<file path="config.mk">
export PLATFORM = sky130hd
export DESIGN_NAME = frontend_top
export DESIGN_NICKNAME = d
export VERILOG_FILES = /design/src/rtl/frontend_pkg.sv /design/src/rtl/fetch_issuer.sv /design/src/rtl/fetch_meta_pipe.sv /design/src/rtl/frontend_top.sv /design/src/rtl/frontq.sv /design/src/rtl/packet_pairer.sv /design/src/rtl/pipe_enable_gen.sv
export VERILOG_INCLUDE_DIRS = /design/src /design/src/include
export SDC_FILE = /design/constraint.sdc
export NUM_CORES = 1
export LEC_CHECK = 0
export ABC_AREA = 1
export ABC_CLOCK_PERIOD_IN_PS = 15750
export BUFFER_PORTS_ARGS = -buffer_cell sky130_fd_sc_hd__buf_2
export CORE_MARGIN = 1
export CORE_UTILIZATION = 50
export CTS_BUF_LIST = sky130_fd_sc_hd__clkbuf_8
export CTS_CLUSTER_SIZE = 10
export DETAILED_ROUTE_END_ITERATION = 16
export PLACE_DENSITY = 0.69
export SYNTH_ARGS = -nofsm -noshare
export SYNTH_HDL_FRONTEND = slang
export SYNTH_SLANG_ARGS = --single-unit
</file>
<file path="constraint.sdc">
create_clock -name clk -period 15.75 [get_ports clk]
set_input_delay 1.575 -clock clk [delete_from_list [all_inputs] [get_ports clk]]
set_output_delay 1.575 -clock clk [all_outputs]
set_load 0.01 [all_outputs]
</file>
<file path="src/include/frontend_config.svh">
`ifndef FRONTEND_CONFIG_SVH
`define FRONTEND_CONFIG_SVH

// Frontend queue depth. The issuer starts with the same number of credits.
`define FRONTQ_DEPTH 8

// Queue pointer width, log2 of the depth.
`define FRONTQ_PTR_W 3

// Width of the credit counter and the queue occupancy count.
// One bit wider than the pointer so a full queue can be represented.
`define CREDIT_W 4

// First fetch address after reset.
`define RESET_PC 32'h0000_1000

// Sequential fetch step, one 32-bit instruction per slot.
`define PC_STEP 32'd4

`endif

</file>
<file path="src/rtl/frontend_pkg.sv">
`default_nettype none

package frontend_pkg;

    // Fetch request sent to the instruction memory.
    // The tag carries the slot id so the response can be paired later.
    typedef struct packed {
        logic [31:0] addr;
        logic [31:0] tag;
    } fetch_req_t;

    // Response from memory, two enabled cycles after its request.
    typedef struct packed {
        logic [31:0] data;
        logic [31:0] tag;
    } fetch_resp_t;

    // Metadata of one slot while it travels beside the memory access.
    // live marks a real request, accepted records whether memory took it.
    typedef struct packed {
        logic        live;
        logic        accepted;
        logic [31:0] pc;
        logic [31:0] slot;
    } slot_meta_t;

    // Paired packet as seen by the decoder.
    typedef struct packed {
        logic [31:0] instr;
        logic [31:0] pc;
        logic [31:0] slot;
    } front_pkt_t;

    // Fetch redirect, used for branches and for replays.
    typedef struct packed {
        logic        valid;
        logic [31:0] target;
    } redirect_t;

    // Outcome for the slot at stage b.
    typedef enum logic [1:0] {
        PAIR_IDLE   = 2'd0,
        PAIR_PUSH   = 2'd1,
        PAIR_REPLAY = 2'd2
    } pair_action_e;

endpackage

`default_nettype wire

</file>
<file path="src/rtl/fetch_issuer.sv">
`timescale 1ns/1ps
`default_nettype none

`include "frontend_config.svh"

module fetch_issuer (
    input  logic                     clk,
    input  logic                     rst_n,
    input  logic                     pipe_en,
    input  frontend_pkg::redirect_t  branch,
    input  frontend_pkg::redirect_t  replay,
    input  logic                     replay_credit,
    input  logic                     pop_credit,
    output frontend_pkg::fetch_req_t req,
    output logic                     req_valid,
    output frontend_pkg::slot_meta_t issue_meta
);

    localparam logic [`CREDIT_W-1:0] CREDIT_MAX = `CREDIT_W'(`FRONTQ_DEPTH);

    logic [31:0]          pc;
    logic [31:0]          slot_id;
    logic [`CREDIT_W-1:0] credits;
    logic                 running;
    logic                 redirect;
    logic [31:0]          redirect_pc;

    // A branch always wins over a replay from stage b.
    assign redirect    = branch.valid || replay.valid;
    assign redirect_pc = branch.valid ? branch.target : replay.target;

    // No request goes out in a redirect cycle. The slots that are still in
    // flight are either flushed or dropped by the replay suppression window.
    assign req_valid = pipe_en && running && (credits != '0) && !redirect;

    assign req.addr = pc;
    assign req.tag  = slot_id;

    // Acceptance is filled in by the meta pipe once memory has answered.
    assign issue_meta.live     = req_valid;
    assign issue_meta.accepted = 1'b0;
    assign issue_meta.pc       = pc;
    assign issue_meta.slot     = slot_id;

    always_ff @(posedge clk) begin
        if (!rst_n) begin
            pc      <= `RESET_PC;
            slot_id <= '0;
            credits <= CREDIT_MAX;
            running <= 1'b0;
        end else if (pipe_en) begin
            running <= 1'b1;
            if (redirect) begin
                pc <= redirect_pc;
            end else if (req_valid) begin
                pc <= pc + `PC_STEP;
            end
            // Slot ids never restart, so a stale response can't alias a new slot.
            if (req_valid) begin
                slot_id <= slot_id + 32'd1;
            end
            // A branch empties the pipe and the queue, so every credit is home.
            if (branch.valid) begin
                credits <= CREDIT_MAX;
            end else begin
                credits <= credits - `CREDIT_W'(req_valid)
                           + `CREDIT_W'(replay_credit) + `CREDIT_W'(pop_credit);
            end
        end
    end

    a_credit_bound: assert property (@(posedge clk) disable iff (!rst_n)
        credits <= CREDIT_MAX);

endmodule

`default_nettype wire

</file>
<file path="src/rtl/fetch_meta_pipe.sv">
`timescale 1ns/1ps
`default_nettype none

module fetch_meta_pipe (
    input  logic                     clk,
    input  logic                     rst_n,
    input  logic                     pipe_en,
    input  logic                     flush,
    input  frontend_pkg::slot_meta_t issue_meta,
    input  logic                     mem_accept,
    output frontend_pkg::slot_meta_t stage_b
);

    import frontend_pkg::*;

    slot_meta_t stage_a;

    // Two stages, so stage b lines up with the memory response of the same slot.
    always_ff @(posedge clk) begin
        if (!rst_n) begin
            stage_a <= '0;
            stage_b <= '0;
        end else if (pipe_en) begin
            if (flush) begin
                // Only the live bits matter here. The payload is left as it is.
                stage_a.live <= 1'b0;
                stage_b.live <= 1'b0;
            end else begin
                stage_a.live     <= issue_meta.live;
                stage_a.accepted <= issue_meta.live && mem_accept;
                stage_a.pc       <= issue_meta.pc;
                stage_a.slot     <= issue_meta.slot;
                stage_b          <= stage_a;
            end
        end
    end

endmodule

`default_nettype wire

</file>
<file path="src/rtl/frontend_top.sv">
`timescale 1ns/1ps
`default_nettype none

module frontend_top (
    input  logic                      clk,
    input  logic                      rst_n,
    input  logic [31:0]               clock_divider,
    output frontend_pkg::fetch_req_t  req,
    output logic                      req_valid,
    input  logic                      mem_accept,
    input  frontend_pkg::fetch_resp_t resp,
    input  logic                      mem_stall,
    output frontend_pkg::front_pkt_t  pkt,
    output logic                      pkt_valid,
    input  logic                      pkt_pop,
    input  frontend_pkg::redirect_t   branch,
    output logic                      pipe_en
);

    import frontend_pkg::*;

    slot_meta_t issue_meta;
    slot_meta_t stage_b;
    front_pkt_t push;
    logic       push_valid;
    redirect_t  replay;
    logic       replay_credit;
    logic       pop_credit;

    pipe_enable_gen i_enable (
        .clk           (clk),
        .rst_n         (rst_n),
        .clock_divider (clock_divider),
        .mem_stall     (mem_stall),
        .pipe_en       (pipe_en)
    );

    fetch_issuer i_issuer (
        .clk           (clk),
        .rst_n         (rst_n),
        .pipe_en       (pipe_en),
        .branch        (branch),
        .replay        (replay),
        .replay_credit (replay_credit),
        .pop_credit    (pop_credit),
        .req           (req),
        .req_valid     (req_valid),
        .issue_meta    (issue_meta)
    );

    // The memory access itself runs outside, in parallel with this pipe.
    fetch_meta_pipe i_meta (
        .clk        (clk),
        .rst_n      (rst_n),
        .pipe_en    (pipe_en),
        .flush      (branch.valid),
        .issue_meta (issue_meta),
        .mem_accept (mem_accept),
        .stage_b    (stage_b)
    );

    packet_pairer i_pairer (
        .clk           (clk),
        .rst_n         (rst_n),
        .pipe_en       (pipe_en),
        .flush         (branch.valid),
        .stage_b       (stage_b),
        .resp          (resp),
        .push          (push),
        .push_valid    (push_valid),
        .replay        (replay),
        .replay_credit (replay_credit)
    );

    frontq i_frontq (
        .clk        (clk),
        .rst_n      (rst_n),
        .pipe_en    (pipe_en),
        .flush      (branch.valid),
        .push       (push),
        .push_valid (push_valid),
        .pkt_pop    (pkt_pop),
        .pkt        (pkt),
        .pkt_valid  (pkt_valid),
        .pop_credit (pop_credit)
    );

endmodule

`default_nettype wire

</file>
<file path="src/rtl/frontq.sv">
`timescale 1ns/1ps
`default_nettype none

`include "frontend_config.svh"

module frontq (
    input  logic                     clk,
    input  logic                     rst_n,
    input  logic                     pipe_en,
    input  logic                     flush,
    input  frontend_pkg::front_pkt_t push,
    input  logic                     push_valid,
    input  logic                     pkt_pop,
    output frontend_pkg::front_pkt_t pkt,
    output logic                     pkt_valid,
    output logic                     pop_credit
);

    import frontend_pkg::*;

    localparam logic [`CREDIT_W-1:0] DEPTH = `CREDIT_W'(`FRONTQ_DEPTH);

    front_pkt_t               entries [`FRONTQ_DEPTH];
    logic [`FRONTQ_PTR_W-1:0] rptr;
    logic [`FRONTQ_PTR_W-1:0] wptr;
    logic [`CREDIT_W-1:0]     count;
    logic                     full;
    logic                     do_push;
    logic                     do_pop;

    assign full      = (count == DEPTH);
    assign pkt_valid = (count != '0);
    assign pkt       = entries[rptr];

    // A flush drops everything, so neither a push nor a pop counts then.
    assign do_push = pipe_en && push_valid && !flush;
    assign do_pop  = pipe_en && pkt_pop && pkt_valid && !flush;

    // Every packet leaving the queue frees one issue credit.
    assign pop_credit = do_pop;

    always_ff @(posedge clk) begin
        if (do_push) begin
            entries[wptr] <= push;
        end
    end

    always_ff @(posedge clk) begin
        if (!rst_n) begin
            rptr  <= '0;
            wptr  <= '0;
            count <= '0;
        end else if (pipe_en) begin
            if (flush) begin
                rptr  <= '0;
                wptr  <= '0;
                count <= '0;
            end else begin
                if (do_push) begin
                    wptr <= wptr + 1'b1;
                end
                if (do_pop) begin
                    rptr <= rptr + 1'b1;
                end
                case ({do_push, do_pop})
                    2'b10:   count <= count + 1'b1;
                    2'b01:   count <= count - 1'b1;
                    default: count <= count;
                endcase
            end
        end
    end

    // The issuer only spends a credit it holds, so a full queue never sees
    // a push unless the decoder frees an entry in the same cycle.
    a_no_overflow: assert property (@(posedge clk) disable iff (!rst_n)
        (pipe_en && push_valid && !flush && full) |-> do_pop);

endmodule

`default_nettype wire

</file>
<file path="src/rtl/packet_pairer.sv">
`timescale 1ns/1ps
`default_nettype none

module packet_pairer (
    input  logic                      clk,
    input  logic                      rst_n,
    input  logic                      pipe_en,
    input  logic                      flush,
    input  frontend_pkg::slot_meta_t  stage_b,
    input  frontend_pkg::fetch_resp_t resp,
    output frontend_pkg::front_pkt_t  push,
    output logic                      push_valid,
    output frontend_pkg::redirect_t   replay,
    output logic                      replay_credit
);

    import frontend_pkg::*;

    localparam logic [1:0] SUPPRESS_CYCLES = 2'd2;

    pair_action_e action;
    logic [1:0]   suppress_cnt;
    logic         suppressed;
    logic         tag_match;
    logic         dropped;

    assign suppressed = (suppress_cnt != 2'd0);

    // The tag is the only reliable proof that this response belongs to the slot.
    assign tag_match = stage_b.accepted && (resp.tag == stage_b.slot);

    always_comb begin
        action = PAIR_IDLE;
        if (stage_b.live && !flush && !suppressed) begin
            if (tag_match) begin
                action = PAIR_PUSH;
            end else begin
                action = PAIR_REPLAY;
            end
        end
    end

    // Slots reaching stage b right after a replay are younger than the
    // replayed one and must not be queued. They only give back their credit.
    assign dropped = stage_b.live && !flush && suppressed;

    assign push       = '{instr: resp.data, pc: stage_b.pc, slot: stage_b.slot};
    assign push_valid = (action == PAIR_PUSH);

    assign replay.valid  = (action == PAIR_REPLAY);
    assign replay.target = stage_b.pc;

    assign replay_credit = (action == PAIR_REPLAY) || dropped;

    // The window keeps counting across a flush, since old responses may
    // still be on their way.
    always_ff @(posedge clk) begin
        if (!rst_n) begin
            suppress_cnt <= 2'd0;
        end else if (pipe_en) begin
            if (replay.valid) begin
                suppress_cnt <= SUPPRESS_CYCLES;
            end else if (suppressed) begin
                suppress_cnt <= suppress_cnt - 2'd1;
            end
        end
    end

endmodule

`default_nettype wire

</file>
<file path="src/rtl/pipe_enable_gen.sv">
`timescale 1ns/1ps
`default_nettype none

module pipe_enable_gen (
    input  logic        clk,
    input  logic        rst_n,
    input  logic [31:0] clock_divider,
    input  logic        mem_stall,
    output logic        pipe_en
);

    logic [31:0] div_count;
    logic        div_en;

    // A divider of N gives one enabled clock in every N+1 base clocks.
    // Zero runs the pipeline on every clock.
    always_ff @(posedge clk) begin
        if (!rst_n) begin
            div_count <= '0;
            div_en    <= 1'b0;
        end else if (clock_divider == 32'd0) begin
            div_count <= '0;
            div_en    <= 1'b1;
        end else if (div_count >= clock_divider) begin
            div_count <= '0;
            div_en    <= 1'b1;
        end else begin
            div_count <= div_count + 32'd1;
            div_en    <= 1'b0;
        end
    end

    // The divider keeps running during a memory stall, only the enable is held off.
    assign pipe_en = div_en && !mem_stall;

    // With a nonzero divider two enabled clocks are never back to back.
    a_divided_gap: assert property (@(posedge clk) disable iff (!rst_n)
        (pipe_en && clock_divider != 32'd0) |=> !pipe_en);

endmodule

`default_nettype wire

</file>
Word-level counts from Yosys, hierarchy flattened
Memory sizes are Yosys's and may differ from the RTL's. A register that Yosys moved wholly into a read port is not among the register bits.
Index checks and enable logic that the tools add are counted.
{"block": "word_totals", "regBits": 246, "word_cells": 97, "output_inout_bits": 163, "mem_bits_rw": 768, "input_bits": 134, "mem_count": 1}
{"block": "classes", "n_reduce_logical": 37, "add_sub_neg": 11, "magnitude_cmp": 1, "n_mux": 22, "n_eq_ne": 5, "bitwise_logic": 2}
{"name": "i_frontq.entries", "words": 8, "width": 96, "read_ports": 1, "rd_ports_with_merged_regs": 1, "wr": 1, "line_no": "frontq.sv:23", "rtl": "front_pkt_t entries [`FRONTQ_DEPTH];"}
{"cell": "32-bit 2-to-1 mux", "count": 3}
{"cell": "32-bit by 1-bit adder with 32-bit output, second input constant", "count": 2}
{"cell": "32-bit by 3-bit adder with 32-bit output, second input constant", "count": 1}
{"cell": "32-bit equality test", "count": 1}
{"cell": "32-bit >= comparator", "count": 1}
{"cell": "32-bit logical NOT", "count": 1}
{"cell": "3-bit 2-to-1 mux", "count": 6}
{"cell": "1-bit logical AND", "count": 14}
{"cell": "2-bit AND reduction", "count": 7}
{"cell": "2-bit nonzero test", "count": 5}
{"cell": "4-bit by 1-bit adder with 4-bit output", "count": 2}
{"cell": "2-bit 2-to-1 mux", "count": 4}
{"cell": "4-bit 2-to-1 mux", "count": 2}
{"cell": "4-bit case mux with 2 select lines", "count": 1}
{"cell": "4-bit nonzero test", "count": 2}
{"cell": "3-bit by 1-bit adder with 3-bit output, second input constant", "count": 2}
{"cell": "1-bit 2-to-1 mux", "count": 6}
{"cell": "4-bit by 1-bit adder with 4-bit output, second input constant", "count": 1}
{"cell": "2-bit by 1-bit equality test with 1-bit output, second input constant", "count": 2}
{"cell": "2-bit equality test, second input constant", "count": 2}
{"cell": "1-bit logical NOT", "count": 4}
{"cell": "4-bit by 1-bit subtractor with 4-bit output", "count": 1}
{"cell": "4-bit by 1-bit subtractor with 4-bit output, second input constant", "count": 1}
{"cell": "3-bit nonzero test", "count": 1}
{"cell": "other kinds (4)", "count": 6}

Logic depth before layout (Yosys ltp)
Gate-level depths: netlist of the first run.
{"block": "logic_depth", "ltp_word": 12, "depth_mapped": 24, "mapped_depth_nobuf": 22}

Hierarchy
From an unflattened synthesis of the first run, not the netlist that was laid out.
{"block": "unflattened", "hier_cells": 4612, "area_unflattened_um2": 45438.6}
{"module": "frontq", "seq_area_each_um2": 23322.4, "n_inst": 1, "area_each_um2": 30402.9, "cells_each": 2268}
{"module": "fetch_meta_pipe", "seq_area_each_um2": 2642.5, "n_inst": 1, "area_each_um2": 5600.4, "cells_each": 852}
{"module": "fetch_issuer", "seq_area_each_um2": 1381.3, "n_inst": 1, "area_each_um2": 5061.1, "cells_each": 802}
{"module": "pipe_enable_gen", "seq_area_each_um2": 660.6, "n_inst": 1, "area_each_um2": 2677.6, "cells_each": 403}
{"module": "packet_pairer", "seq_area_each_um2": 40.0, "n_inst": 1, "area_each_um2": 1696.6, "cells_each": 287}

Least setup slack after synthesis of the first run
No wires, ideal clock.
{"block": "synth_path", "path_type": "input to register", "start": "in resp[2] (netlist bit)", "end": "mem i_frontq.entries[6][0] (netlist bit), enable pin", "path_buffers": 0, "stages": 7, "t_required_ns": 14.963, "setup_time_ns": 0.787, "setup_slack_ns": 3.385, "arrival_ns": 11.578, "cell_sequence": "inv_1 nor2_1 nor3_1 or3b_2 nor2_1 nand3_1 nor4_1"}
{"block": "synth_via", "elab_chain_len": 9}
{"item": "start: declaration", "line_no": "frontend_top.sv:11", "rtl": "input frontend_pkg::fetch_resp_t resp,"}
{"item": "32-bit equality test", "line_no": "packet_pairer.sv:30", "rtl": "assign tag_match = stage_b.accepted && (resp.tag == stage_b.slot);"}
{"item": "1-bit logical AND", "line_no": "packet_pairer.sv:30"}
{"item": "2-bit 2-to-1 mux", "line_no": "packet_pairer.sv:35", "rtl": "if (tag_match) begin"}
{"item": "2-bit 2-to-1 mux", "line_no": "packet_pairer.sv:34", "rtl": "if (stage_b.live && !flush && !suppressed) begin"}
{"item": "2-bit by 1-bit equality test with 1-bit output", "line_no": "packet_pairer.sv:48", "rtl": "assign push_valid = (action == PAIR_PUSH);"}
{"item": "1-bit logical AND (2 in series)", "line_no": "frontq.sv:36", "rtl": "assign do_push = pipe_en && push_valid && !flush;"}
{"item": "1-bit 2-to-1 mux", "line_no": "frontq.sv:43", "rtl": "if (do_push) begin"}
{"item": "1-bit 2-to-1 mux (not written as such)", "line_no": "frontq.sv:44", "rtl": "entries[wptr] <= push;"}
{"item": "end: declaration", "line_no": "frontq.sv:23"}
No other way between the ends.

==> impl_metrics.tcl, run 1 <==
set metrics [dict create \
    power.density_nw_per_um2 105.2 \
    period_share_pct 43.04 \
    finalPower_mw 5.019 \
    synth_common_cells "nor2_1, edfxtp_1, o21ai_0" \
    r2r_end "i_issuer.credits[2]" \
    hpwl_um 61320 \
    async_flop_share_pct 0 \
    vias 30294 \
    grt_max_degree 200 \
    netlist_top_cells_area "edfxtp_1, dfxtp_1, nor2_1" \
    cp_data_required_time_ps 14180 \
    fin_tns_setup_ps 0 \
    leakage_nw 18.10 \
    ir_drop_uv 56.84 \
    clk_path_buf_depth 3 \
    slew_violations 0 \
    r2r_cells 18 \
    hold_ws_ps 465.2 \
    place_ws_ps 9818 \
    fin_crit_ps 6778 \
    tightest_slew_ps 1155 \
    synth-seq-cells 1017 \
    fill_cells 7222 \
    final_layout_size_suffix_gt1_share_pct 12.66 \
    status "finished clean" \
    synth.most_common_cell "nor2_1" \
    place.port_buffers 296 \
    yosys.area.top_type "edfxtp_1" \
    ctsHoldBuffers 0 \
    cts_tree "yes" \
    dieArea_um2 85810 \
    syn_area_per_cell_um2 10.35 \
    wirelength_um 106500 \
    antenna_found_initial 11 \
    setup_ws_ps 8972 \
    fmax_mhz 147.5 \
    netlist_area_um2 42320 \
    crit_path_start_kind "register" \
    areaGrowthSynthToFinish_pct 12.70 \
    ys.flop_type "edfxtp_1" \
    grt_pass1_wl_um 163300 \
    first_pass_iters 6 \
    fp.dieH_um 292.9 \
    yosysTopAreaCellShare_pct 54.49 \
    drt_iter0_drc 2127 \
    synth_cell_types 38 \
    core-area_um2 83690 \
    cts.sinks 1017 \
    grt_use_total_pct 24.59 \
    h-tree-depth 4 \
    via_per_inst 5.387 \
    path_clk_slew_ps 60 \
    final_antenna_net_count 0 \
    reg2reg_from "i_meta.stage_b[26]" \
    syn_inst 4089 \
    fin_skew_ps 47.35 \
    max_cap_viol_count 0 \
    routedWlPerCell_um 18.93 \
    root_buffer "clkbuf_8" \
    finalSetupViolCount 0 \
    arrival_ps 5200 \
    postPlaceCellArea_um2 44650 \
    rows 106 \
    ys_seq_area_share_pct 66.27 \
    cts_resized 0 \
    rsz0062_at_grt "no" \
    path_class "register to primary output" \
    cp-end-kind "primary output" \
    synthesis.nets 4270 \
    clk_latency_ps 810 \
    die_width_um 292.9 \
    final_cell_area_um2 47690 \
    hold_class "register to register" \
    drcViolationCount 0 \
    worstPathMaxFanout 100 \
    synth_edf_count 768 \
    fin_nets 4536 \
    crit_end "pkt[58]" \
    ff2ff_setup_slack_ps 11160 \
    post_cts_buffers 0 \
    grt_overflow 0 \
    hold_viol 0 \
    numCtsBuffers 164 \
    slew_headroom_pct 22.99 \
    pin_count 297 \
    yosys_warnings 0 \
    gp_congestion 0.8901 \
    grt_pass1_vias 28536 \
    start_util_pct 50.57 \
]
cell families after synthesis:
kind of cell,share of synthesized area (%)
buf+inv,4.175
simple gates,14.45
compound gates,11.84
xor+xnor,1.800
flops,66.27
mux,0.02365
fa+ha+maj,1.443
per-stage QoR:
step / utilization [%] / cells
2_1_floorplan: - / 4089
3_3_place_gp: 53.35 / 5323
3_5_place_dp: 53.35 / 5323
4_1_cts: 56.98 / 5619
5_1_grt: 56.98 / 5621
6_report: 56.99 / 5624
state kept, by name, summed over array words and instances (netlist names), named ones only:
name	count
i_meta.stage_b	66
i_frontq.entries	768
i_issuer.pc	32
i_frontq.wptr	3
i_issuer.running	1
i_frontq.rptr	3
i_pairer.suppress_cnt	2
i_enable.div_en	1
i_enable.div_count	32
i_meta.stage_a	66
i_issuer.credits	4
i_frontq.count	4
i_issuer.slot_id	32
cell type report:
cell class,instances,area [µm²],area share (%)
Antenna cell,5,12.51,0.02623
Clock buffer,184,2532,5.310
Clock inverter,112,499.2,1.047
Inverter,222,853.3,1.789
Multi-Input combinational cell,2619,12560,26.34
Sequential cell,1017,28050,58.82
Tap cell,1134,1419,2.975
Timing Repair Buffer,331,1759,3.688
routing by layer:
| metal | vias to the layer above | routed length [µm] | GRT usage (%) |
|---|---|---|---|
| li1 | 14750 | - | - |
| met1 | 14459 | 47460 | 34.03 |
| met2 | 921 | 49280 | 38.78 |
| met3 | 148 | 7624 | 5.492 |
| met4 | 16 | 2010 | 7.445 |
| met5 | - | 115 | 0 |
cells in the final DEF, fill, tap and decap left out, types with 2 or more instances in the layout:
| cell type | instances |
|---|---|
| a21oi_1 | 147 |
| a31oi_1 | 96 |
| and3_1 | 4 |
| buf_2 | 295 |
| buf_4 | 35 |
| clkbuf_8 | 184 |
| clkinv_1 | 30 |
| clkinv_2 | 10 |
| clkinvlp_4 | 4 |
| dfxtp_1 | 247 |
| dfxtp_4 | 2 |
| diode_2 | 5 |
| edfxtp_1 | 768 |
| fa_1 | 3 |
| ha_1 | 44 |
| inv_1 | 277 |
| inv_2 | 3 |
| inv_6 | 7 |
| nand2_1 | 410 |
| nand3_1 | 44 |
| nand4_1 | 35 |
| nor2_1 | 966 |
| nor2_2 | 3 |
| nor2_4 | 2 |
| nor3_1 | 34 |
| nor3_2 | 9 |
| nor4_1 | 22 |
| nor4_2 | 3 |
| o2111ai_1 | 5 |
| o211ai_1 | 3 |
| o21a_1 | 2 |
| o21ai_0 | 590 |
| o22ai_1 | 99 |
| or2_2 | 3 |
| xnor2_1 | 35 |
| xor2_1 | 52 |
worst max-delay path, stage by stage (launching register included):
cell	delay, ps
dfxtp_4	770
buf_4	710
buf_4	950
buf_4	760
o21ai_0	200
o22ai_1	200
nor2_1	60
a31oi_1	290
buf_2	190
where the power goes:
part / leakage (nW) / internal, mW / switching, mW / total (mW)
registers: 9.23 / 2.86 / 0.000743 / 2.86
logic: 7.09 / 0.0255 / 0.0489 / 0.0744
clock network: 1.78 / 1.08 / 1.01 / 2.09
worst min path at each step:
stage,from,end,slack [ps],depth (start not counted)
after floorplan,i_enable.div_count[0],i_enable.div_count[0],430,1
after global placement,i_issuer.running,i_issuer.running,440,2
after detailed placement,i_issuer.running,i_issuer.running,450,2
after CTS,i_issuer.running,i_issuer.running,470,2
after global routing,i_enable.div_count[0],i_enable.div_count[0],490,1
final,i_issuer.running,i_issuer.running,470,2
Power figures use the tool's default switching activity.
==> inputs of run 2 (changes only) <==
- ABC_CLOCK_PERIOD_IN_PS: 15750 -> 7000
- clock period: 15.75 -> 7 ns (I/O delays scaled with it)
==> impl_metrics.tcl, run 2 (synthesis gave the netlist of run 1 again) <==
set metrics [dict create \
    rsz0062_at_grt "no" \
    cp_slowest_cell "inv_8" \
    hold_ws_ps 139.2 \
    path_class "register to primary output" \
    gp_congestion 0.8966 \
    crit_family "buffers and inverters" \
    path_clk_slew_ps 60 \
    antenna_found_initial 12 \
    hold_start "mem_accept" \
    utilization_pct 57.36 \
    start_util_pct 50.57 \
    first_pass_iters 5 \
    grt_use_total_pct 24.66 \
    root_buffer "clkbuf_8" \
    vias 30308 \
    fmax_mhz 209.5 \
    hpwl_um 61940 \
    cp-end-kind "primary output" \
    core-area_um2 83690 \
    slew_headroom_pct 18.43 \
    reg2reg_from "i_meta.stage_b[17]" \
    post_cts_buffers 0 \
    fp.dieH_um 292.9 \
    met2_usage_pct 38.83 \
    numCtsBuffers 163 \
    cp_data_required_time_ps 6300 \
    largest_reg_flops 768 \
    clk_path_buf_depth 3 \
    areaGrowthSynthToFinish_pct 13.42 \
    die_width_um 292.9 \
    grt_pass1_vias 28917 \
    cts_resized 0 \
    status "finished clean" \
    ir_drop_uv 174.1 \
    final_layout_size_suffix_gt1_share_pct 13.02 \
    cp_cell_sequence "inv_8 > buf_4 > o21ai_0 > o22ai_1 > nor2_1 > a31oi_1 > buf_2" \
    hold_viol 0 \
    fill_cells 7171 \
    fin_tns_setup_ps 0 \
    place.port_buffers 296 \
    leakage_nw 18.19 \
    grt_max_degree 227 \
    drt_iter0_drc 2467 \
    met3_usage_pct 6.014 \
    period_share_pct 68.20 \
    top_regs "i_frontq.entries x768, i_meta.stage_a x66, i_meta.stage_b x66" \
    finalSetupViolCount 0 \
    fin_crit_ps 4774 \
    dieArea_um2 85810 \
    postPlaceCellArea_um2 44720 \
    largest-register "i_frontq.entries" \
    ctsHoldBuffers 0 \
    power.density_nw_per_um2 241.7 \
    drcViolationCount 0 \
    grt_overflow 0 \
    final_common_cell "nor2_1" \
    setup_ws_ps 2226 \
    place_ws_ps 2220 \
    fin_nets 4533 \
    h-tree-depth 4 \
    final_cell_area_um2 48000 \
    tightest_slew_ps 1224 \
    cts.sinks 1017 \
    critPathMaxStageDelay_ps 860 \
    cp_num_buf_inv 3 \
    hold_class "primary input to register" \
    routedWlPerCell_um 18.86 \
    slew_violations 0 \
    rows 106 \
    final_cell_mix "nor2_1, edfxtp_1, o21ai_0" \
    clk_latency_ps 830 \
    worstPathMaxFanout 214 \
    instances_no_fill 5622 \
    use_met1_pct 33.99 \
    wirelength_um 106100 \
    max_cap_viol_count 0 \
    via_per_inst 5.391 \
    final_antenna_net_count 0 \
    cts_tree "yes" \
    finalPower_mw 11.60 \
    grt_pass1_wl_um 164200 \
    arrival_ps 4070 \
    pin_count 297 \
    placed_cells 5321 \
    fin_skew_ps 39.94 \
    grt-busiest-layer "met2" \
    crit_path_start_kind "register" \
]
run 2: cell types whose count changed in the layout (fill, tap and decap cells not counted), moves of 4 or more:
cell | previous run | this run
buf_12 | 1 | 5
buf_4 | 35 | 29
inv_12 | 0 | 6
clkinv_2 | 10 | 17
inv_1 | 277 | 263
inv_6 | 7 | 2
clkinv_8 | 0 | 6
clkinvlp_4 | 4 | 0
run 2: final timing paths:
path	to	slack (ps)	cells past startpoint
max	pkt[29]	2230	7
min	i_meta.stage_a[64]	140	3
max reg2reg	i_issuer.slot_id[1]	2510	11
min reg2reg	i_pairer.suppress_cnt[1]	460	2
run 2: layout make-up:
| type | count | area (µm²) | share of cell area [%] |
|---|---|---|---|
| Sequential cell | 1017 | 28050 | 58.45 |
| Timing Repair Buffer | 329 | 1794 | 3.738 |
| Antenna cell | 2 | 5.005 | 0.01043 |
| Clock inverter | 114 | 732.0 | 1.525 |
| Multi-Input combinational cell | 2619 | 12600 | 26.24 |
| Clock buffer | 185 | 2546 | 5.304 |
| Tap cell | 1134 | 1419 | 2.956 |
| Inverter | 222 | 853.3 | 1.778 |
run 2: report_power, final:
part	internal [mW]	switching, mW
Combinational	0.0574	0.114
Clock	2.62	2.39
Sequential	6.43	0.00160
Total	9.10	2.50
run 2: worst min-delay path: cells and delay by family:
| kind | cells | cell delay, ps |
|---|---|---|
| AOI/OAI and AO/OA | 1 | 50 |
| buffers and inverters | 1 | 110 |
| and+or+nand+nor | 1 | 60 |
run 2: per-layer routing:
layer  wire length, µm  vias to the layer above  share of wire, %
met5               138                        -              0.13
met4              2139                       22               2.0
met3              7703                      176               7.3
met2             49080                      927                46
met1             47000                    14426                44
li1                  -                    14757                 -
